File: src/common/rv32i_pkg.sv
package rv32i_pkg;

    localparam int XLEN       = 32;  // data and address width
    localparam int REG_ADDR_W = 5;   // register index width

    // major opcodes
    localparam logic [6:0] OPC_R     = 7'b0110011;  // register ALU ops
    localparam logic [6:0] OPC_I     = 7'b0010011;  // immediate ALU ops and shifts
    localparam logic [6:0] OPC_IL    = 7'b0000011;  // loads
    localparam logic [6:0] OPC_S     = 7'b0100011;  // stores
    localparam logic [6:0] OPC_B     = 7'b1100011;  // conditional branches
    localparam logic [6:0] OPC_JAL   = 7'b1101111;
    localparam logic [6:0] OPC_JALR  = 7'b1100111;
    localparam logic [6:0] OPC_LUI   = 7'b0110111;
    localparam logic [6:0] OPC_AUIPC = 7'b0010111;
    localparam logic [6:0] OPC_FENCE = 7'b0001111;  // FENCE, FENCE.I
    localparam logic [6:0] OPC_E     = 7'b1110011;  // ECALL, EBREAK

    // ALU funct3 shared by R and I groups
    localparam logic [2:0] F3_ADD  = 3'b000;  // ADD/SUB
    localparam logic [2:0] F3_SLL  = 3'b001;
    localparam logic [2:0] F3_XORI = 3'b100;
    localparam logic [2:0] F3_SR   = 3'b101;  // SRL/SRA, SRLI/SRAI

    // loads
    localparam logic [2:0] F3_LB  = 3'b000;
    localparam logic [2:0] F3_LH  = 3'b001;
    localparam logic [2:0] F3_LW  = 3'b010;
    localparam logic [2:0] F3_LBU = 3'b100;
    localparam logic [2:0] F3_LHU = 3'b101;

    // stores
    localparam logic [2:0] F3_SB = 3'b000;
    localparam logic [2:0] F3_SH = 3'b001;
    localparam logic [2:0] F3_SW = 3'b010;

    // branches
    localparam logic [2:0] F3_BEQ  = 3'b000;
    localparam logic [2:0] F3_BNE  = 3'b001;
    localparam logic [2:0] F3_BLT  = 3'b100;
    localparam logic [2:0] F3_BGE  = 3'b101;
    localparam logic [2:0] F3_BLTU = 3'b110;
    localparam logic [2:0] F3_BGEU = 3'b111;

    localparam logic [2:0] F3_JALR    = 3'b000;
    localparam logic [2:0] F3_FENCE   = 3'b000;
    localparam logic [2:0] F3_FENCE_I = 3'b001;
    localparam logic [2:0] F3_PRIV    = 3'b000;  // ECALL/EBREAK

    localparam logic [6:0] F7_BASE = 7'b0000000;
    localparam logic [6:0] F7_ALT  = 7'b0100000;  // SUB, SRA, SRAI

    // op kinds the golden model computes results for
    localparam int KIND_W = 3;
    localparam logic [KIND_W-1:0] KIND_NONE  = 3'd0;
    localparam logic [KIND_W-1:0] KIND_XORI  = 3'd1;
    localparam logic [KIND_W-1:0] KIND_LB    = 3'd2;
    localparam logic [KIND_W-1:0] KIND_BLT   = 3'd3;
    localparam logic [KIND_W-1:0] KIND_AUIPC = 3'd4;

    // one instruction word seen through each base format
    typedef union packed {
        struct packed {
            logic [6:0] funct7;
            logic [4:0] rs2;
            logic [4:0] rs1;
            logic [2:0] funct3;
            logic [4:0] rd;
            logic [6:0] opcode;
        } r;
        struct packed {
            logic [11:0] imm;
            logic [4:0]  rs1;
            logic [2:0]  funct3;
            logic [4:0]  rd;
            logic [6:0]  opcode;
        } i;
        struct packed {
            logic [6:0] imm11_5;
            logic [4:0] rs2;
            logic [4:0] rs1;
            logic [2:0] funct3;
            logic [4:0] imm4_0;
            logic [6:0] opcode;
        } s;
        struct packed {
            logic       imm12;
            logic [5:0] imm10_5;
            logic [4:0] rs2;
            logic [4:0] rs1;
            logic [2:0] funct3;
            logic [3:0] imm4_1;
            logic       imm11;
            logic [6:0] opcode;
        } b;
        struct packed {
            logic [19:0] imm31_12;
            logic [4:0]  rd;
            logic [6:0]  opcode;
        } u;
        struct packed {
            logic       imm20;
            logic [9:0] imm10_1;
            logic       imm11;
            logic [7:0] imm19_12;
            logic [4:0] rd;
            logic [6:0] opcode;
        } j;
    } inst_word_u;

endpackage

File: src/common/decoded_if.sv
`timescale 1ns/10ps

// one decoded instruction, decode stage to execute stage
interface decoded_if;

    logic                               valid;  // one-cycle strobe with no ready
    logic                               legal;
    logic [rv32i_pkg::KIND_W-1:0]       kind;
    logic [rv32i_pkg::REG_ADDR_W-1:0]   rd;
    logic [rv32i_pkg::XLEN-1:0]         imm;    // sign-extended in the format of the kind
    logic [rv32i_pkg::XLEN-1:0]         pc;
    logic [rv32i_pkg::XLEN-1:0]         rs1_val;
    logic [rv32i_pkg::XLEN-1:0]         rs2_val;
    logic [rv32i_pkg::XLEN-1:0]         load_word;

    modport dec (
        output valid, legal, kind, rd, imm,
        output pc, rs1_val, rs2_val, load_word
    );

    modport exe (
        input valid, legal, kind, rd, imm,
        input pc, rs1_val, rs2_val, load_word
    );

endinterface

File: src/hw/decode/legality_check.sv
`timescale 1ns/10ps

module legality_check (
    input  rv32i_pkg::inst_word_u inst_i,
    output logic                  legal_o
);

    logic shift_ok;   // funct7 rule for the I shift group
    logic r_ok;       // funct7/funct3 pairs for R ops
    logic fence_ok;
    logic system_ok;

    // SLLI needs base funct7, SRLI/SRAI take base or alt, the rest are free
    always_comb begin
        case (inst_i.r.funct3)
            rv32i_pkg::F3_SLL: shift_ok = (inst_i.r.funct7 == rv32i_pkg::F7_BASE);
            rv32i_pkg::F3_SR: begin
                shift_ok = inst_i.r.funct7 inside {rv32i_pkg::F7_BASE, rv32i_pkg::F7_ALT};
            end
            default: shift_ok = 1'b1;
        endcase
    end

    // alt funct7 only for SUB and SRA
    assign r_ok = (inst_i.r.funct7 == rv32i_pkg::F7_BASE) ||
                  ((inst_i.r.funct7 == rv32i_pkg::F7_ALT) &&
                   (inst_i.r.funct3 inside {rv32i_pkg::F3_ADD, rv32i_pkg::F3_SR}));

    // FENCE keeps fm at 0000 with any pred/succ, FENCE.I has every other field zero
    assign fence_ok = (inst_i.i.rd == '0) && (inst_i.i.rs1 == '0) &&
                      (((inst_i.i.funct3 == rv32i_pkg::F3_FENCE) &&
                        (inst_i.i.imm[11:8] == 4'b0000)) ||
                       ((inst_i.i.funct3 == rv32i_pkg::F3_FENCE_I) &&
                        (inst_i.i.imm == 12'h000)));

    assign system_ok = (inst_i.i.imm[11:1] == '0) &&  // imm bit 0 picks ECALL or EBREAK
                       (inst_i.i.rs1 == '0) &&
                       (inst_i.i.funct3 == rv32i_pkg::F3_PRIV) &&
                       (inst_i.i.rd == '0);

    always_comb begin
        case (inst_i.r.opcode)
            rv32i_pkg::OPC_LUI,
            rv32i_pkg::OPC_AUIPC: legal_o = 1'b1;
            rv32i_pkg::OPC_JAL:   legal_o = !inst_i.j.imm10_1[0];  // word-aligned target
            rv32i_pkg::OPC_JALR: begin
                legal_o = (inst_i.i.funct3 == rv32i_pkg::F3_JALR) &&
                          (inst_i.i.imm[1:0] == 2'b00);
            end
            rv32i_pkg::OPC_B: begin
                legal_o = (inst_i.b.funct3 inside {rv32i_pkg::F3_BEQ, rv32i_pkg::F3_BNE,
                                                   rv32i_pkg::F3_BLT, rv32i_pkg::F3_BGE,
                                                   rv32i_pkg::F3_BLTU, rv32i_pkg::F3_BGEU}) &&
                          !inst_i.b.imm4_1[0];
            end
            rv32i_pkg::OPC_IL: begin
                legal_o = inst_i.i.funct3 inside {rv32i_pkg::F3_LB, rv32i_pkg::F3_LH,
                                                  rv32i_pkg::F3_LW, rv32i_pkg::F3_LBU,
                                                  rv32i_pkg::F3_LHU};
            end
            rv32i_pkg::OPC_S: begin
                legal_o = inst_i.s.funct3 inside {rv32i_pkg::F3_SB, rv32i_pkg::F3_SH,
                                                  rv32i_pkg::F3_SW};
            end
            rv32i_pkg::OPC_I:     legal_o = shift_ok;
            rv32i_pkg::OPC_R:     legal_o = r_ok;
            rv32i_pkg::OPC_FENCE: legal_o = fence_ok;
            rv32i_pkg::OPC_E:     legal_o = system_ok;
            default:              legal_o = 1'b0;  // unknown major opcode
        endcase
    end

endmodule

File: src/hw/decode/inst_decoder.sv
`timescale 1ns/10ps

module inst_decoder (
    input  logic                       clk,
    input  logic                       rst,
    input  logic                       in_valid_i,
    input  logic [rv32i_pkg::XLEN-1:0] inst_i,
    input  logic [rv32i_pkg::XLEN-1:0] pc_i,
    input  logic [rv32i_pkg::XLEN-1:0] rs1_val_i,
    input  logic [rv32i_pkg::XLEN-1:0] rs2_val_i,
    input  logic [rv32i_pkg::XLEN-1:0] load_word_i,
    decoded_if.dec                     dec_o
);

    rv32i_pkg::inst_word_u             word;
    logic                              legal_d;
    logic [rv32i_pkg::KIND_W-1:0]      kind_d;
    logic [rv32i_pkg::XLEN-1:0]        imm_i_ext;
    logic [rv32i_pkg::XLEN-1:0]        imm_b_ext;
    logic [rv32i_pkg::XLEN-1:0]        imm_u_ext;
    logic [rv32i_pkg::XLEN-1:0]        imm_d;

    assign word = inst_i;

    legality_check legality_i (
        .inst_i  (word),
        .legal_o (legal_d)
    );

    assign imm_i_ext = {{20{word.i.imm[11]}}, word.i.imm};
    assign imm_b_ext = {{19{word.b.imm12}}, word.b.imm12, word.b.imm11,
                        word.b.imm10_5, word.b.imm4_1, 1'b0};
    assign imm_u_ext = {word.u.imm31_12, 12'h000};  // already fills the word

    // illegal words never get a kind
    always_comb begin
        kind_d = rv32i_pkg::KIND_NONE;
        if (legal_d) begin
            case (word.r.opcode)
                rv32i_pkg::OPC_I: begin
                    if (word.i.funct3 == rv32i_pkg::F3_XORI) kind_d = rv32i_pkg::KIND_XORI;
                end
                rv32i_pkg::OPC_IL: begin
                    if (word.i.funct3 == rv32i_pkg::F3_LB) kind_d = rv32i_pkg::KIND_LB;
                end
                rv32i_pkg::OPC_B: begin
                    if (word.b.funct3 == rv32i_pkg::F3_BLT) kind_d = rv32i_pkg::KIND_BLT;
                end
                rv32i_pkg::OPC_AUIPC: kind_d = rv32i_pkg::KIND_AUIPC;
                default:              kind_d = rv32i_pkg::KIND_NONE;
            endcase
        end
    end

    always_comb begin
        case (kind_d)
            rv32i_pkg::KIND_XORI,
            rv32i_pkg::KIND_LB:    imm_d = imm_i_ext;
            rv32i_pkg::KIND_BLT:   imm_d = imm_b_ext;
            rv32i_pkg::KIND_AUIPC: imm_d = imm_u_ext;
            default:               imm_d = '0;
        endcase
    end

    always_ff @(posedge clk) begin
        if (rst) dec_o.valid <= 1'b0;
        else     dec_o.valid <= in_valid_i;
    end

    // payload of the strobed instruction
    always_ff @(posedge clk) begin
        dec_o.legal     <= legal_d;
        dec_o.kind      <= kind_d;
        dec_o.rd        <= word.r.rd;
        dec_o.imm       <= imm_d;
        dec_o.pc        <= pc_i;
        dec_o.rs1_val   <= rs1_val_i;
        dec_o.rs2_val   <= rs2_val_i;
        dec_o.load_word <= load_word_i;
    end

endmodule

File: src/hw/exec/golden_exec.sv
`timescale 1ns/10ps

module golden_exec (
    input  logic                             clk,
    input  logic                             rst,
    decoded_if.exe                           dec_i,
    output logic                             out_valid_o,
    output logic                             legal_o,
    output logic [rv32i_pkg::XLEN-1:0]       result_o,
    output logic [rv32i_pkg::REG_ADDR_W-1:0] rd_o,
    output logic                             we_o,
    output logic [rv32i_pkg::XLEN-1:0]       mem_addr_o,
    output logic [rv32i_pkg::XLEN-1:0]       next_pc_o
);

    logic                             is_xori;
    logic                             is_lb;
    logic                             is_blt;
    logic                             is_auipc;
    logic                             writes_rd;
    logic [rv32i_pkg::XLEN-1:0]       add_base;
    logic [rv32i_pkg::XLEN-1:0]       add_sum;
    logic [rv32i_pkg::XLEN-1:0]       pc_plus4;
    logic [1:0]                       byte_sel;
    logic [7:0]                       lb_byte;
    logic [rv32i_pkg::XLEN-1:0]       lb_data;
    logic                             blt_taken;
    logic [rv32i_pkg::XLEN-1:0]       result_d;
    logic [rv32i_pkg::XLEN-1:0]       mem_addr_d;
    logic [rv32i_pkg::XLEN-1:0]       next_pc_d;
    logic [rv32i_pkg::REG_ADDR_W-1:0] rd_d;
    logic                             we_d;

    assign is_xori  = (dec_i.kind == rv32i_pkg::KIND_XORI);
    assign is_lb    = (dec_i.kind == rv32i_pkg::KIND_LB);
    assign is_blt   = (dec_i.kind == rv32i_pkg::KIND_BLT);
    assign is_auipc = (dec_i.kind == rv32i_pkg::KIND_AUIPC);

    assign writes_rd = is_xori | is_lb | is_auipc;

    // one adder serves the LB address, the AUIPC sum and the branch target
    assign add_base = (is_auipc || is_blt) ? dec_i.pc : dec_i.rs1_val;
    assign add_sum  = add_base + dec_i.imm;
    assign pc_plus4 = dec_i.pc + 32'd4;

    // little-endian byte lane from the low address bits
    assign byte_sel = add_sum[1:0];
    assign lb_byte  = dec_i.load_word[{byte_sel, 3'b000} +: 8];
    assign lb_data  = {{(rv32i_pkg::XLEN-8){lb_byte[7]}}, lb_byte};

    assign blt_taken = $signed(dec_i.rs1_val) < $signed(dec_i.rs2_val);

    always_comb begin
        case (dec_i.kind)
            rv32i_pkg::KIND_XORI:  result_d = dec_i.rs1_val ^ dec_i.imm;
            rv32i_pkg::KIND_LB:    result_d = lb_data;
            rv32i_pkg::KIND_AUIPC: result_d = add_sum;
            default:               result_d = '0;
        endcase
    end

    assign mem_addr_d = is_lb ? add_sum : '0;
    assign next_pc_d  = (is_blt && blt_taken) ? add_sum : pc_plus4;
    assign rd_d       = writes_rd ? dec_i.rd : '0;
    assign we_d       = dec_i.valid && writes_rd && (dec_i.rd != '0);  // x0 stays zero

    always_ff @(posedge clk) begin
        if (rst) begin
            out_valid_o <= 1'b0;
            we_o        <= 1'b0;
        end else begin
            out_valid_o <= dec_i.valid;
            we_o        <= we_d;
        end
    end

    always_ff @(posedge clk) begin
        legal_o    <= dec_i.legal;
        result_o   <= result_d;
        rd_o       <= rd_d;
        mem_addr_o <= mem_addr_d;
        next_pc_o  <= next_pc_d;
    end

endmodule

File: src/hw/rv32i_golden_top.sv
`timescale 1ns/10ps

// golden model for retired RV32I instructions with two cycles from strobe to result
module rv32i_golden_top (
    input  logic                             clk,
    input  logic                             rst,
    input  logic                             in_valid_i,
    input  logic [rv32i_pkg::XLEN-1:0]       inst_i,
    input  logic [rv32i_pkg::XLEN-1:0]       pc_i,
    input  logic [rv32i_pkg::XLEN-1:0]       rs1_val_i,
    input  logic [rv32i_pkg::XLEN-1:0]       rs2_val_i,
    input  logic [rv32i_pkg::XLEN-1:0]       load_word_i,  // word memory returned
    output logic                             out_valid_o,
    output logic                             legal_o,
    output logic [rv32i_pkg::XLEN-1:0]       result_o,
    output logic [rv32i_pkg::REG_ADDR_W-1:0] rd_o,
    output logic                             we_o,
    output logic [rv32i_pkg::XLEN-1:0]       mem_addr_o,
    output logic [rv32i_pkg::XLEN-1:0]       next_pc_o
);

    decoded_if dec_if ();

    // stage 1 finds legality, op kind and immediate
    inst_decoder decoder_i (
        .clk         (clk),
        .rst         (rst),
        .in_valid_i  (in_valid_i),
        .inst_i      (inst_i),
        .pc_i        (pc_i),
        .rs1_val_i   (rs1_val_i),
        .rs2_val_i   (rs2_val_i),
        .load_word_i (load_word_i),
        .dec_o       (dec_if.dec)
    );

    // stage 2 computes the golden results
    golden_exec exec_i (
        .clk         (clk),
        .rst         (rst),
        .dec_i       (dec_if.exe),
        .out_valid_o (out_valid_o),
        .legal_o     (legal_o),
        .result_o    (result_o),
        .rd_o        (rd_o),
        .we_o        (we_o),
        .mem_addr_o  (mem_addr_o),
        .next_pc_o   (next_pc_o)
    );

endmodule

File: config.mk
export PLATFORM = sky130hd
export DESIGN_NAME = rv32i_golden_top
export DESIGN_NICKNAME = d
export VERILOG_FILES = /design/src/common/rv32i_pkg.sv /design/src/common/decoded_if.sv /design/src/hw/decode/legality_check.sv /design/src/hw/decode/inst_decoder.sv /design/src/hw/exec/golden_exec.sv /design/src/hw/rv32i_golden_top.sv
export SDC_FILE = /design/constraint.sdc
export NUM_CORES = 1
export LEC_CHECK = 0
export ABC_AREA = 1
export BUFFER_PORTS_ARGS = -buffer_cell sky130_fd_sc_hd__buf_2
export CORE_MARGIN = 5
export CORE_UTILIZATION = 50
export CTS_CLUSTER_SIZE = 40
export DETAILED_ROUTE_END_ITERATION = 10
export PLACE_DENSITY = 0.84
export SYNTH_ARGS = -nofsm -noshare
export SYNTH_HDL_FRONTEND = slang
export SYNTH_SLANG_ARGS = --single-unit
File: constraint.sdc
create_clock -name clk -period 8.5 [get_ports clk]
set_input_delay 0.425 -clock clk [delete_from_list [all_inputs] [get_ports clk]]
set_output_delay 0.425 -clock clk [all_outputs]
set_load 0.005 [all_outputs]
Yosys cells after proc, flatten, opt, wreduce, memory -nomap -nowiden
Cells that the tools add are included.
{ "classes": {"n_addsub": 2, "magnitude_cmp": 1, "eq_ne": 26, "shift": 1, "mux": 11, "bitwise_logic": 3, "n_reduce_logical": 34} }
{ "op_table": {"columns": ["cell", "count"], "rows": [
  ["32-bit one-hot mux with 3 select lines", 2],
  ["32-bit 2-to-1 mux", 2],
  ["32-bit by 3-bit adder with 32-bit output, second input constant", 1],
  ["32-bit adder", 1],
  ["32-bit < comparator", 1],
  ["32-bit by 6-bit indexed part select with 8-bit output", 1],
  ["32-bit bitwise XOR", 1],
  ["7-bit by 6-bit == test with 1-bit output, second input constant", 4],
  ["7-bit == test, second input constant", 4],
  ["3-bit == test, second input constant", 6],
  ["3-bit by 2-bit == test with 1-bit output, second input constant", 5],
  ["7-bit by 5-bit == test with 1-bit output, second input constant", 2],
  ["1-bit logical AND", 13],
  ["12-bit zero test", 1],
  ["3-bit one-hot mux with 4 select lines", 1],
  ["11-bit zero test", 1],
  ["5-bit zero test", 2],
  ["1-bit one-hot mux with 10 select lines", 1],
  ["5-bit nonzero test", 2],
  ["3-bit by 1-bit == test with 1-bit output, second input constant", 3],
  ["7-bit by 2-bit == test with 1-bit output, second input constant", 1],
  ["7-bit by 4-bit == test with 1-bit output, second input constant", 1],
  ["7-bit zero test", 1],
  ["6-bit nonzero test", 1],
  ["13 further kinds", 20]
]} }
{ "word_totals": {"ff_bits": 274, "inputBits": 163, "output_inout_bits": 104, "elab_cells": 94} }

Logic depth before layout (Yosys ltp)
{ "depth": {"depth_word": 9, "mapped_depth": 23, "depth_no_buf": 21} }

Cells and area by module
A second synthesis with hierarchy kept.
{ "unflattened": {"hier_cells": 1702, "area_unflattened_um2": 12683.4} }
{ "modules_own_cells": {"columns": ["module", "instances", "cells_per_inst", "area_each_um2", "seq_area_each_um2"], "rows": [
  ["golden_exec", 1, 1284, 8095.3, 2082.0],
  ["inst_decoder", 1, 325, 4197.8, 3403.3],
  ["legality_check", 1, 93, 390.4, 0.0]
]} }

Worst setup path before layout
Ideal clock, no wire load.
{ "synth_timing": {"path_kind": "reg2reg", "startpoint": "register decoder_i.dec_o.kind[1]", "endpoint": "register exec_i.result_o[11] in the netlist's numbering", "setup_time_ns": 0.074, "arrival_time_ns": 2.941, "required_ns": 8.426, "path_slack_ns": 5.484, "path_stages_with_launch": 19, "n_path_buf": 4, "period_less_slack_ns": 3.016, "cell_sequence": "dfxtp_1 inv_1 nand3_2 nand2_1 buf_2 buf_1 nand2_1 o21ai_0 ha_1 inv_1 fa_1 clkbuf_1 o21ai_0 o22ai_1 nand2_1 inv_1 buf_2 a31oi_1 o21ai_0"} }
{ "synth_via": {"elab_chain_len": 6, "elab_cells_between_ends": 9, "cone_classes": "add/sub: 1; eq/ne: 4; shift: 1; mux: 2; reduce/logical: 1"} }
{ "synth_rtl": {"columns": ["element", "line", "rtl"], "rows": [
  ["from (decl)", "decoded_if.sv:17", "output valid, legal, kind, rd, imm,"],
  ["from (signal assigned)", "inst_decoder.sv:73", "dec_o.kind <= kind_d;"],
  ["3-bit == test / 3-bit by 2-bit == test with 1-bit output (equally long branches)", "golden_exec.sv:37, golden_exec.sv:54, golden_exec.sv:36", null],
  ["1-bit logical OR", "golden_exec.sv:42", "assign add_base = (is_auipc || is_blt) ? dec_i.pc : dec_i.rs1_val;"],
  ["32-bit 2-to-1 mux", "golden_exec.sv:42", null],
  ["32-bit adder", "golden_exec.sv:43", "assign add_sum = add_base + dec_i.imm;"],
  ["32-bit by 6-bit indexed part select with 8-bit output", "golden_exec.sv:48", "assign lb_byte = dec_i.load_word[{byte_sel, 3'b000} +: 8];"],
  ["32-bit one-hot mux with 3 select lines (*)", "golden_exec.sv:54", "case (dec_i.kind)"],
  ["net exec_i.result_d (one bit)", "golden_exec.sv:28", "logic [rv32i_pkg::XLEN-1:0] result_d;"],
  ["to (signal assigned)", "golden_exec.sv:79", "result_o <= result_d;"],
  ["to (decl)", "golden_exec.sv:9", "output logic [rv32i_pkg::XLEN-1:0] result_o,"]
]} }
Mark *: on every way through the listed nets, which the timed path passes. The rest lies on a longest branch.
A chain may end at the register's enable or synchronous reset.

Worst setup path in the final report
{ "layout_timing": {"startpoint": "register decoder_i.dec_o.kind[1]", "endpoint": "register exec_i.result_o[11] in the netlist's numbering"} }
{ "layout_via": {"elab_chain_len": 6, "elab_cells_between_ends": 9, "cone_classes": "add/sub: 1; eq/ne: 4; shift: 1; mux: 2; reduce/logical: 1"} }
{ "layout_rtl": {"columns": ["element", "line", "rtl"], "rows": [
  ["3-bit == test / 3-bit by 2-bit == test with 1-bit output (equally long branches)", "golden_exec.sv:37, golden_exec.sv:36", null],
  ["1-bit logical OR (*)", "golden_exec.sv:42", null],
  ["32-bit 2-to-1 mux (*)", "golden_exec.sv:42", null],
  ["32-bit adder (*)", "golden_exec.sv:43", null],
  ["net exec_i.add_sum (one bit)", "golden_exec.sv:22", "logic [rv32i_pkg::XLEN-1:0] add_sum;"],
  ["32-bit by 6-bit indexed part select with 8-bit output (*)", "golden_exec.sv:48", null],
  ["32-bit one-hot mux with 3 select lines (*)", "golden_exec.sv:54", null],
  ["net exec_i.result_d (one bit)", "golden_exec.sv:28", null]
]} }
Marked as above.

==> results.toml <==
[final_layout]
finalNetCount = 2231
layout-drive-gt1-share = 0.175
synthToLayoutAreaGrowth_pct = 32.3
utilization = 0.668
fin_area_um2 = 16100

[routing]
totalWireLength_um = 44800
drtPass1Iterations = 6
postRouteAntennaNets = 0
route.detailed.drc = 0
via_count = 12562
first_iter_violations = 1195
routed_via_density = 5.35
detail_route.wl_per_cell_um = 19.1

[floorplan]
rows = 57
die-area_um2 = 27600
die_h_um = 166
ios = 267
die_w_um = 166
coreArea_um2 = 24200
start_util = 0.505

[worst_setup_path]
max_stage_delay_ps = 710
cpMostUsedCell = "o21ai_0"
startpoint_type = "flip-flop"
crit_arrival_ps = 5150
required_ps = 8910
critPathKind = "flip-flop to flip-flop"
crit_chain = "inv_1, nand3_2, nand2_1, o21ai_0, ha_1, clkinv_1, o21ai_0, o22ai_1, nand2_1, inv_1, a31oi_1, o21ai_0"
cp-end-kind = "flip-flop"
cpMaxStageDelayCell = "ha_1"
cp_max_fo = 27

[cts]
cts_resized = 0
cts_setup_buffers = 0
clock_latency_ps = 570
cts_tree = "yes"
cts_buffers = 29
clock-sinks = 274
clock-root-buffer = "clkbuf_16"
htree_levels = 1
cts.clk_slew.worst_paths_ps = 60
clock_path_buffers = 3
ctsHoldBuffers = 130

[grt]
grt_pass1_wl_um = 68600
grt_pass1_vias = 12414
grt_max_degree = 54
overflow = 0
grt_use_total = 0.310
antenna_found_initial = 2

[synthesis]
ys_types = 43
synth_top_area_frac = 0.449
syn_area_um2 = 12200
ys_top_cells_by_count = "nand2_1, dfxtp_1, inv_1"
synth_edf_count = 0
synthArstFlopShare = 0
synth_warnings = 0
postSynthAreaPerCell_um2 = 7.60
syn-num-nets = 1834
synth_area_leaders = "dfxtp_1, nand2_1, inv_1"
netlist_instances = 1607
seq_area_frac_synth = 0.449
ys.flop_type = "dfxtp_1"
ys_seq_elements = 274
synth.largest_area_cell = "dfxtp_1"
yosys.cell_count.top_type = "nand2_1"

[flow_run]
max-cap-violations = 0

[timing]
fin_skew_ps = 16.0
hold_viol_final = 0
fmax_ghz = 0.211
period_share = 0.557
setup_viol = 0
period_needed_ps = 4740
maxSlewHeadroom = 0.413
grt_setup_unrepaired = "no"
setup-tns-final_ps = 0
worst_pin_slew_ps = 876
final_max_slew_viol_count = 0

[power_and_ir_drop]
power.density_nw_per_um2 = 185
ir_drop_v = 0.000188
p_leak_nw = 8.52

[placed_design]
dpl_cell_area_um2 = 13800
dp_hpwl_um = 31400
gp_congestion = 0.987
port_buffers = 266

[hold_path]
hold_class = "primary input to flip-flop"

[run_status]
status = "complete, no violations"
## report_power, final
part	total (mW)	internal (mW)	switching [mW]
sequential	1.36	1.33	0.0333
clock	1.33	0.797	0.538
combinational	0.294	0.130	0.164
total	2.99	2.26	0.735
## metal layers
| layer | part of all wire | GRT usage |
|---|---|---|
| met1 | 0.39 | 0.400 |
| met5 | 0 | 0 |
| met2 | 0.45 | 0.499 |
| met3 | 0.11 | 0.0697 |
| met4 | 0.048 | 0.135 |
## layout by cell type, fill, tap and decap left out, types with 5 or more instances in the layout
cell and count:
nand2_1 434, dfxtp_1 274, buf_2 266, inv_1 234, nor2_1 151, dlygate4sd3_1 130, a21oi_1 85, ha_1 63
nand3_1 53, nand4_1 51, xor2_1 40, o21ai_0 34, clkbuf_16 29, nor3_1 27, xnor2_1 25, nor4_1 13
nand3_2 12, o221ai_1 11, clkbuf_8 9, buf_4 7, o22ai_1 6, o311ai_0 6, mux2_2 5, nor2_2 5
nand3b_1 5
## final timing paths
check	start	endpoint	slack [ps]	cells past startpoint
worst min register to register	decoder_i.dec_o.legal	exec_i.legal_o	360	0
worst min-delay path	inst_i[11]	decoder_i.dec_o.rd[4]	10	1
worst max-delay path	decoder_i.dec_o.kind[1]	exec_i.result_o[11]	3760	12
worst max register to register	decoder_i.dec_o.kind[1]	exec_i.result_o[11]	3760	12
## registers in the layout, summed over array words and instances (netlist names)
signal / cells
decoder_i.dec_o.rd: 5
exec_i.result_o: 32
exec_i.we_o: 1
decoder_i.dec_o.legal: 1
exec_i.rd_o: 5
decoder_i.dec_o.kind: 3
exec_i.mem_addr_o: 32
exec_i.legal_o: 1
exec_i.out_valid_o: 1
decoder_i.dec_o.pc: 32
exec_i.next_pc_o: 32
decoder_i.dec_o.valid: 1
decoder_i.dec_o.load_word: 32
decoder_i.dec_o.rs2_val: 32
decoder_i.dec_o.imm: 32
decoder_i.dec_o.rs1_val: 32
## cells by family (layout without fill, tap and decap cells)
family | count (synthesis) | after routing | share of synthesized area
AND/OR/NAND/NOR | 763 | 763 | 0.270
flip-flops | 274 | 274 | 0.449
buffers and inverters | 274 | 691 | 0.0869
AO/OA/AOI/OAI | 162 | 162 | 0.0762
XOR/XNOR | 65 | 65 | 0.0466
adder cells (fa/ha/maj) | 64 | 64 | 0.0662
multiplexers | 5 | 5 | 0.00461
other | 0 | 2 | 0
## stage by stage
step                power, mW  instances  hold WS (ps)  setup WS [ps]
floorplan                1.51       1607           310           5480
global placement         1.61       2167           314           4310
detailed placement       1.62       2167           329           4090
CTS                      2.97       2348          3.18           4080
global route             3.09       2350         0.402           3610
finish                   2.99       2350          13.8           3760
## area by class of cell
| class | count | area, um^2 |
|---|---|---|
| Clock inverter | 11 | 158 |
| Multi-Input combinational cell | 1059 | 5660 |
| Fill cell | 1917 | 8030 |
| Tap cell | 324 | 405 |
| Clock buffer | 40 | 857 |
| Timing Repair Buffer | 403 | 2690 |
| Antenna cell | 2 | 5.00 |
| Sequential cell | 274 | 5490 |
| Inverter | 237 | 890 |
## worst max-delay path, delay by kind of cell, from the launching register on
| family | cells | cell delay [ps] |
|---|---|---|
| AND/OR/NAND/NOR | 3 | 1380 |
| adder cells (fa/ha/maj) | 1 | 710 |
| AO/OA/AOI/OAI | 5 | 990 |
| buffers and inverters | 3 | 1150 |
| flip-flops | 1 | 330 |
Note: power is estimated with default switching activity, not from simulation.
